<file path="config.mk">
export PLATFORM = sky130hd
export DESIGN_NAME = fpu_noround_top
export DESIGN_NICKNAME = d
export VERILOG_FILES = /design/src/hw/fpu_pkg.sv /design/src/hw/fpu_credit_fifo.sv /design/src/hw/fpu_dispatch.sv /design/src/hw/fpu_lane.sv /design/src/hw/fpu_collect.sv /design/src/hw/fpu_noround_top.sv
export VERILOG_INCLUDE_DIRS = /design/src /design/src/hw
export SDC_FILE = /design/constraint.sdc
export NUM_CORES = 1
export LEC_CHECK = 0
export BUFFER_PORTS_ARGS = -buffer_cell sky130_fd_sc_hd__buf_2
export CAP_MARGIN = 30
export CORE_ASPECT_RATIO = 1.4
export CORE_MARGIN = 2
export CORE_UTILIZATION = 62
export CTS_BUF_LIST = sky130_fd_sc_hd__clkbuf_16
export DETAILED_ROUTE_END_ITERATION = 10
export PLACE_DENSITY = 0.8
export SYNTH_ARGS = -nofsm -noshare
export SYNTH_HDL_FRONTEND = slang
export SYNTH_SLANG_ARGS = --single-unit
</file>
<file path="constraint.sdc">
create_clock -name clk_i -period 4.05 [get_ports clk_i]
set_input_delay 0 -clock clk_i [delete_from_list [all_inputs] [get_ports clk_i]]
set_output_delay 0 -clock clk_i [all_outputs]
set_load 0.1 [all_outputs]
</file>
<file path="src/hw/fpu_config.svh">
`ifndef FPU_CONFIG_SVH
`define FPU_CONFIG_SVH

// ------------------------------
// lane array
// ------------------------------

// identical compare and sign-inject lanes fed round-robin
`define FPU_NUM_LANES 4

// result queue entries in every lane
`define FPU_LANE_DEPTH 2

// ------------------------------
// flow control
// ------------------------------

// producer credits after reset, one per queue entry over all lanes
`define FPU_IN_CREDITS 8

// credits the collector holds toward the consumer after reset
`define FPU_OUT_CREDITS 4

// width of a credit counter
`define FPU_CRED_W 4

// destination register index width
`define FPU_REG_IDX_W 5

`endif

</file>
<file path="src/hw/fpu_pkg.sv">
`include "fpu_config.svh"

package fpu_pkg;

    // ------------------------------
    // operand format
    // ------------------------------

    // single-precision word
    typedef struct packed {
        logic       sign;
        logic [7:0] exponent;
        logic [22:0] fraction;
    } float32_t;

    // ------------------------------
    // operations
    // ------------------------------

    // the first three write the integer file, the rest the float file
    typedef enum logic [2:0] {
        FEQ    = 3'd0,
        FLT    = 3'd1,
        FLE    = 3'd2,
        FMIN   = 3'd3,
        FMAX   = 3'd4,
        FSGNJ  = 3'd5,
        FSGNJN = 3'd6,
        FSGNJX = 3'd7
    } fpu_op_t;

    // one request as the lanes see it
    typedef struct packed {
        float32_t                  a;
        float32_t                  b;
        fpu_op_t                   op;
        logic [`FPU_REG_IDX_W-1:0] rd;
    } fpu_req_t;

    // one result with its flags and destination
    typedef struct packed {
        float32_t                  data;
        logic                      invalid;
        logic                      is_float;
        logic [`FPU_REG_IDX_W-1:0] rd;
    } fpu_resp_t;

endpackage : fpu_pkg

</file>
<file path="src/hw/fpu_credit_fifo.sv">
module fpu_credit_fifo #(
    parameter type payload_t = logic [31:0],
    parameter int  DEPTH     = 2
) (
    input  logic     clk_i,
    input  logic     rst_n_i,
    input  logic     push_i,
    input  payload_t data_i,
    input  logic     pop_i,
    output logic     valid_o,
    output payload_t data_o
);

    localparam int PTR_W = (DEPTH > 1) ? $clog2(DEPTH) : 1;
    localparam int CNT_W = $clog2(DEPTH + 1);

    payload_t         mem [DEPTH];
    logic [PTR_W-1:0] wr_ptr;
    logic [PTR_W-1:0] rd_ptr;
    logic [CNT_W-1:0] count;

    // payload storage, written at the write pointer on every push
    always_ff @(posedge clk_i) begin
        if (push_i) begin
            mem[wr_ptr] <= data_i;
        end
    end

    // pointers wrap at DEPTH, which need not be a power of two
    always_ff @(posedge clk_i) begin
        if (!rst_n_i) begin
            wr_ptr <= '0;
            rd_ptr <= '0;
            count  <= '0;
        end else begin
            if (push_i) begin
                wr_ptr <= (wr_ptr == PTR_W'(DEPTH - 1)) ? '0 : wr_ptr + 1'b1;
            end
            if (pop_i) begin
                rd_ptr <= (rd_ptr == PTR_W'(DEPTH - 1)) ? '0 : rd_ptr + 1'b1;
            end
            count <= count + CNT_W'(push_i) - CNT_W'(pop_i);
        end
    end

    // the head is read straight from storage
    assign valid_o = (count != '0);
    assign data_o  = mem[rd_ptr];

endmodule : fpu_credit_fifo

</file>
<file path="src/hw/fpu_dispatch.sv">
`include "fpu_config.svh"

module fpu_dispatch (
    input  logic                      clk_i,
    input  logic                      rst_n_i,
    input  logic                      req_valid_i,
    output logic [`FPU_NUM_LANES-1:0] lane_valid_o
);

    localparam int NUM_LANES = `FPU_NUM_LANES;
    localparam int PTR_W     = (NUM_LANES > 1) ? $clog2(NUM_LANES) : 1;

    logic [PTR_W-1:0] issue_ptr;

    // every valid request is accepted, credits already bound the traffic
    always_ff @(posedge clk_i) begin
        if (!rst_n_i) begin
            issue_ptr <= '0;
        end else if (req_valid_i) begin
            issue_ptr <= (issue_ptr == PTR_W'(NUM_LANES - 1)) ? '0 : issue_ptr + 1'b1;
        end
    end

    // one-hot select of the lane that takes this request
    always_comb begin
        lane_valid_o            = '0;
        lane_valid_o[issue_ptr] = req_valid_i;
    end

endmodule : fpu_dispatch

</file>
<file path="src/hw/fpu_lane.sv">
`include "fpu_config.svh"

module fpu_lane import fpu_pkg::*; (
    input  logic      clk_i,
    input  logic      rst_n_i,
    input  logic      valid_i,
    input  fpu_req_t  req_i,
    input  logic      pop_i,
    output logic      head_valid_o,
    output fpu_resp_t head_o
);

    // ------------------------------
    // compute stage register
    // ------------------------------

    logic     valid_q;
    fpu_req_t req_q;

    always_ff @(posedge clk_i) begin
        if (!rst_n_i) begin
            valid_q <= 1'b0;
        end else begin
            valid_q <= valid_i;
        end
    end

    always_ff @(posedge clk_i) begin
        if (valid_i) begin
            req_q <= req_i;
        end
    end

    // ------------------------------
    // operand classification
    // ------------------------------

    float32_t a;
    float32_t b;
    logic     a_nan;
    logic     b_nan;
    logic     a_snan;
    logic     b_snan;
    logic     both_zero;
    logic     eq;
    logic     lt_raw;

    assign a = req_q.a;
    assign b = req_q.b;

    assign a_nan  = (a.exponent == 8'hff) && (a.fraction != '0);
    assign b_nan  = (b.exponent == 8'hff) && (b.fraction != '0);
    assign a_snan = a_nan && !a.fraction[22];
    assign b_snan = b_nan && !b.fraction[22];

    assign both_zero = (a[30:0] == '0) && (b[30:0] == '0);
    assign eq        = !a_nan && !b_nan && ((a == b) || both_zero);

    // total order on magnitude and sign, so -0 sits below +0
    always_comb begin
        if (a.sign != b.sign) begin
            lt_raw = a.sign;
        end else if (a.sign) begin
            lt_raw = a[30:0] > b[30:0];
        end else begin
            lt_raw = a[30:0] < b[30:0];
        end
    end

    // ------------------------------
    // result selection
    // ------------------------------

    fpu_resp_t resp;

    always_comb begin
        resp          = '0;
        resp.rd       = req_q.rd;
        resp.is_float = 1'b1;
        case (req_q.op)
            FEQ: begin
                resp.data     = {31'b0, eq};
                resp.invalid  = a_snan || b_snan;
                resp.is_float = 1'b0;
            end
            FLT: begin
                resp.data     = {31'b0, !a_nan && !b_nan && lt_raw && !both_zero};
                resp.invalid  = a_nan || b_nan;
                resp.is_float = 1'b0;
            end
            FLE: begin
                resp.data     = {31'b0, eq || (!a_nan && !b_nan && lt_raw)};
                resp.invalid  = a_nan || b_nan;
                resp.is_float = 1'b0;
            end
            FMIN, FMAX: begin
                resp.invalid = a_snan || b_snan;
                if (a_nan && b_nan) begin
                    resp.data = 32'h7fc00000;
                end else if (a_nan) begin
                    resp.data = b;
                end else if (b_nan) begin
                    resp.data = a;
                end else if (req_q.op == FMIN) begin
                    resp.data = lt_raw ? a : b;
                end else begin
                    resp.data = lt_raw ? b : a;
                end
            end
            // sign injection keeps the magnitude of a
            FSGNJ:   resp.data = {b.sign, a[30:0]};
            FSGNJN:  resp.data = {!b.sign, a[30:0]};
            default: resp.data = {a.sign ^ b.sign, a[30:0]};
        endcase
    end

    fpu_credit_fifo #(
        .payload_t ( fpu_resp_t      ),
        .DEPTH     ( `FPU_LANE_DEPTH )
    ) u_queue (
        .clk_i   ( clk_i        ),
        .rst_n_i ( rst_n_i      ),
        .push_i  ( valid_q      ),
        .data_i  ( resp         ),
        .pop_i   ( pop_i        ),
        .valid_o ( head_valid_o ),
        .data_o  ( head_o       )
    );

endmodule : fpu_lane

</file>
<file path="src/hw/fpu_collect.sv">
`include "fpu_config.svh"

module fpu_collect import fpu_pkg::*; (
    input  logic                      clk_i,
    input  logic                      rst_n_i,
    input  logic [`FPU_NUM_LANES-1:0] head_valid_i,
    input  fpu_resp_t                 head_i [`FPU_NUM_LANES],
    output logic [`FPU_NUM_LANES-1:0] pop_o,
    input  logic                      resp_credit_i,
    output logic                      resp_valid_o,
    output float32_t                  resp_data_o,
    output logic                      resp_invalid_o,
    output logic                      resp_is_float_o,
    output logic [`FPU_REG_IDX_W-1:0] resp_rd_o,
    output logic                      req_credit_o
);

    localparam int NUM_LANES = `FPU_NUM_LANES;
    localparam int PTR_W     = (NUM_LANES > 1) ? $clog2(NUM_LANES) : 1;
    localparam int CRED_W    = `FPU_CRED_W;

    logic [PTR_W-1:0]  drain_ptr;
    logic [CRED_W-1:0] credit_cnt;
    logic              send;
    fpu_resp_t         head_sel;

    // drain in the same round-robin order as the dispatcher
    assign head_sel = head_i[drain_ptr];
    assign send     = head_valid_i[drain_ptr] && (credit_cnt != '0);

    always_comb begin
        pop_o            = '0;
        pop_o[drain_ptr] = send;
    end

    always_ff @(posedge clk_i) begin
        if (!rst_n_i) begin
            drain_ptr  <= '0;
            credit_cnt <= CRED_W'(`FPU_OUT_CREDITS);
        end else begin
            if (send) begin
                drain_ptr <= (drain_ptr == PTR_W'(NUM_LANES - 1)) ? '0 : drain_ptr + 1'b1;
            end
            credit_cnt <= credit_cnt - CRED_W'(send) + CRED_W'(resp_credit_i);
        end
    end

    // a result leaving frees a queue slot, which goes back to the producer
    assign resp_valid_o    = send;
    assign req_credit_o    = send;
    assign resp_data_o     = head_sel.data;
    assign resp_invalid_o  = head_sel.invalid;
    assign resp_is_float_o = head_sel.is_float;
    assign resp_rd_o       = head_sel.rd;

endmodule : fpu_collect

</file>
<file path="src/hw/fpu_noround_top.sv">
`include "fpu_config.svh"

module fpu_noround_top import fpu_pkg::*; (
    input  logic                      clk_i,
    input  logic                      rst_n_i,
    input  logic                      req_valid_i,
    input  float32_t                  req_a_i,
    input  float32_t                  req_b_i,
    input  fpu_op_t                   req_op_i,
    input  logic [`FPU_REG_IDX_W-1:0] req_rd_i,
    output logic                      req_credit_o,
    output logic                      resp_valid_o,
    output float32_t                  resp_data_o,
    output logic                      resp_invalid_o,
    output logic                      resp_is_float_o,
    output logic [`FPU_REG_IDX_W-1:0] resp_rd_o,
    input  logic                      resp_credit_i
);

    fpu_req_t                  req;
    logic [`FPU_NUM_LANES-1:0] lane_valid;
    logic [`FPU_NUM_LANES-1:0] lane_pop;
    logic [`FPU_NUM_LANES-1:0] lane_head_valid;
    fpu_resp_t                 lane_head [`FPU_NUM_LANES];

    // all lanes see the same request bus
    assign req = '{a: req_a_i, b: req_b_i, op: req_op_i, rd: req_rd_i};

    fpu_dispatch u_dispatch (
        .clk_i        ( clk_i       ),
        .rst_n_i      ( rst_n_i     ),
        .req_valid_i  ( req_valid_i ),
        .lane_valid_o ( lane_valid  )
    );

    // ------------------------------
    // lane array
    // ------------------------------

    for (genvar i = 0; i < `FPU_NUM_LANES; i++) begin : g_lane
        fpu_lane u_lane (
            .clk_i        ( clk_i              ),
            .rst_n_i      ( rst_n_i            ),
            .valid_i      ( lane_valid[i]      ),
            .req_i        ( req                ),
            .pop_i        ( lane_pop[i]        ),
            .head_valid_o ( lane_head_valid[i] ),
            .head_o       ( lane_head[i]       )
        );
    end

    fpu_collect u_collect (
        .clk_i           ( clk_i           ),
        .rst_n_i         ( rst_n_i         ),
        .head_valid_i    ( lane_head_valid ),
        .head_i          ( lane_head       ),
        .pop_o           ( lane_pop        ),
        .resp_credit_i   ( resp_credit_i   ),
        .resp_valid_o    ( resp_valid_o    ),
        .resp_data_o     ( resp_data_o     ),
        .resp_invalid_o  ( resp_invalid_o  ),
        .resp_is_float_o ( resp_is_float_o ),
        .resp_rd_o       ( resp_rd_o       ),
        .req_credit_o    ( req_credit_o    )
    );

endmodule : fpu_noround_top

</file>
==> key figures <==
Timing
  – RSZ-0062 raised after global routing: false
  – Setup tns final: 0 ps
  – Slew @ Worst Pin: 1060 ps
  – Fin crit period: about 3800 ps
  – Setup WS post-layout: 214 ps
  – Final setup fails: 0
  – Max Clock Freq: approximately 260 MHz
  – Fin crit share: 0.947
  – Hold Violations, Final: 0
  – Worst rel slew slack: 0.292
  – Slew Limit Fails: 0
  – Fin Clk Skew: 39.5 ps

Die
  – Initial Util: 0.628
  – Chip height: between 200 and 300 um
  – Io pins: around 120
  – CORE AREA: about 0.046 sq mm
  – Core Rows: 93
  – Die area: 0.0483 sq mm
  – Die X: 186 um

Power and ir drop
  – Pleak: 12.2 nW
  – Int Power: 11.5 mW
  – Power Dens Cells: 511 mW/mm^2
  – Power, Total: approximately 17 mW
  – Seq pwr share: 0.452
  – Max IR drop VDD: 0.689 mV
  – Clk network pwr share: 0.314
  – Sw frac: 0.320
  – Net Sw Power: 5.41 mW
  – Combinational Power Share: 0.234

Critical path
  – Largest stage delay on the critical path: 700 ps
  – R2R depth: 11
  – Critical Path AT: 4190 ps
  – Startpoint types: flip-flop
  – Slack of the worst reg-to-reg path: approximately 210 ps
  – Worst-path cell chain: ha_1 -> nand4_1 -> nor4_1 -> buf_4 -> nand2_1 -> nand2_1 -> mux2i_1 -> or3_1 -> and4_1 -> buf_16 -> a221o_1
  – Crit path from: g_lane[2].u_lane.a[14]
  – CP delay by family, top: simple AND/OR/NAND/NOR gates
  – Reg-to-reg endpoint: g_lane[2].u_lane.u_queue.mem[0][7]
  – Crit-path max FO: 23
  – Crit path max-delay cell type: nor4_1
  – Worst path depth: 11
  – R2R Path Start: g_lane[2].u_lane.a[14]
  – Worst setup EP type: flip-flop
  – WS Path Type: reg -> reg
  – Buf/Inv on CP: 2
  – Crit path top cell by count: nand2_1
  – Setup crit end: g_lane[2].u_lane.u_queue.mem[0][7]
  – Required @ worst endpoint: 4400 ps

Synth
  – Largest area contributor in the netlist: edfxtp_1
  – Count leader, synth: edfxtp_1
  – Ys async rst share: 0
  – Yosys Warn Count: 0
  – Syn Inst Count: 2000
  – Synth Cell Area: slightly below 0.03 sq mm
  – Post-synth top flop: edfxtp_1
  – Top cells by area, synth: edfxtp_1 62%, ha_1 6.6%, mux2i_1 5.8%, a22o_1 3.2%, mux4_2 3.0%
  – Most frequent cells after synthesis: 600 x edfxtp_1, 226 x inv_1, 166 x mux2i_1
  – Sequential element share of the synthesized area: 0.646
  – Synth unique cells: 71
  – Syn Nets: 2230
  – Synthesis-stage register bit count: 632
  – Share of the synthesized area in the top cell type: 0.624
  – Number of synthesized flops with an enable pin: 600
  – Syn Area/Cell: around 14 sq um

GRT
  – Gr ovfl total: 0
  – Global-route wire length before repair: 113000 um
  – Total GRT Usage: 0.319
  – Largest net degree at the start of global routing: 73
  – Vias in the first global route: 18700
  – Initial antenna violation count: 4

Detailed routing
  – Routed len/inst: between 20 and 30 um
  – Final ANT Viol Nets: 0
  – Overall routed net length: 77300 um
  – Post-route DRC: 0
  – Vias per cell: around 6.5
  – Total iterations of the first detailed-routing run: 6
  – Vias: between 15000 and 20000
  – DRT iter0 DRCs: 2200

Place
  – Placed Area: 0.0303 sq mm
  – I/O Buffers: 116
  – DP HPWL: 54000 um
  – Routability cong.: just over 1
  – Pre-CTS setup slack: roughly 320 ps

Clock network
  – CTS buffer count: between 50 and 60
  – CTS H-tree lvls: 2
  – CTS tree: done
  – CTS root buf: clkbuf_16
  – Clk sinks: 632
  – Clock transition at path regs: around 80 ps
  – CTS resizes: 0
  – Clock Path Buffers: 3
  – Clock Latency Late Sink: 620 ps

Cells and area
  – Finished Cell Area: between 0.03 and 0.04 sq mm
  – Area growth syn-to-layout: 14.5%
  – Storage element area: 0.0187 sq mm
  – NumNets Final: about 2500
  – Multi-input logic area: 0.00909 sq mm
  – Share of cells above drive strength 1: 0.138
  – Fillcell total: 2863

Job
  – Maxcap violations: 0

Worst hold path
  – HP Class: in -> reg
  – Hold Crit Depth: 2

Outcome
  – Status: complete, no violations
[worst register-to-register path: cells and delay by family, from the launching register on]
kind            cells  cell delay, ps
compound gates      1             400
buf+inv             2             460
flops               1             430
mux                 1             140
fa+ha+maj           1             330
simple gates        6            1790
[how the worst min path moves through the flow]
stage,startpoint,end,slack (ps)
2_1_floorplan,req_a_i[0],g_lane[0].u_lane.a[0],100
3_3_place_gp,req_rd_i[2],g_lane[3].u_lane.req_q[2],220
5_1_grt,req_rd_i[3],g_lane[3].u_lane.req_q[3],160
6_report,req_rd_i[3],g_lane[3].u_lane.req_q[3],180
4_1_cts,req_rd_i[3],g_lane[3].u_lane.req_q[3],160
3_5_place_dp,req_rd_i[2],g_lane[0].u_lane.req_q[2],220
[layout by cell type, fill, tap and decap left out, types with 28 or more instances in the layout]
master,netlist,layout
a21o_1,28,28
a21oi_1,61,60
a22o_1,104,104
buf_2,12,116
buf_4,1,32
clkbuf_16,0,56
dlygate4sd3_1,0,77
edfxtp_1,600,600
ha_1,153,153
inv_1,226,236
mux2i_1,166,166
mux4_2,39,39
nand2_1,66,66
nand4_1,47,47
nor2_1,54,50
nor4_1,61,61
o21ai_0,30,30
[power by group through the flow]
stage	sequential [mW]	combinational (mW)	clock, mW
CTS	7.65	3.92	5.32
floorplan	7.64	3.09	0
global placement	7.78	3.75	0
detailed placement	7.79	3.83	0
finish	7.63	3.96	5.30
global route	7.66	4.14	5.58
[per-stage QoR]
step,util,cells,hold slack [ps]
after floorplan,-,2000,98.9
after global placement,0.658,2695,219
after detailed placement,0.660,2698,220
after CTS,0.716,2876,162
after global routing,0.719,2881,163
final,0.719,2885,181
[state kept, by name, summed over array words and instances (netlist names), named ones only]
| register | cells |
|---|---|
| g_lane.u_lane.u_queue.mem | 312 |
| g_lane.u_lane.a | 128 |
| g_lane.u_lane.b | 128 |
| g_lane.u_lane.req_q | 32 |
| g_lane.u_lane.u_queue.count | 8 |
| g_lane.u_lane.u_queue.rd_ptr | 4 |
| g_lane.u_lane.u_queue.wr_ptr | 4 |
| g_lane.u_lane.valid_q | 4 |
| u_collect.credit_cnt | 4 |
| u_collect.drain_ptr | 2 |
| u_dispatch.issue_ptr | 2 |
[area by class of cell]
cell class | instances | area share
inverter | 226 | 0.0257
sequential | 632 | 0.565
timing repair buffer | 236 | 0.0555
antenna | 4 | 0.000303
multi-input combinational | 1069 | 0.275
clock buffer | 56 | 0.0424
tap | 617 | 0.0234
clock inverter | 45 | 0.0126
[what timing repair did]
item	in CTS	in global routing
hold endpoints to repair	320	0
hold buffers	77	0
setup buffers	0	0
[logic make-up (layout without fill, tap and decap cells)]
family	count (synthesis)	after routing	share of synthesized area
multiplexers	209	209	0.0900
other	0	4	0
AND/OR/NAND/NOR	360	360	0.0676
flip-flops	632	632	0.646
adder cells (fa/ha/maj)	155	155	0.0674
XOR/XNOR	18	18	0.00546
AO/OA/AOI/OAI	327	327	0.0822
buffers and inverters	299	563	0.0410
[per-layer routing]
| layer | GRT usage | wire length [um] |
|---|---|---|
| met5 | 0 | 19 |
| met4 | 0.174 | 4610 |
| met3 | 0.0465 | 7560 |
| met2 | 0.546 | 38000 |
| met1 | 0.396 | 27100 |
Power figures use the tool's default switching activity.
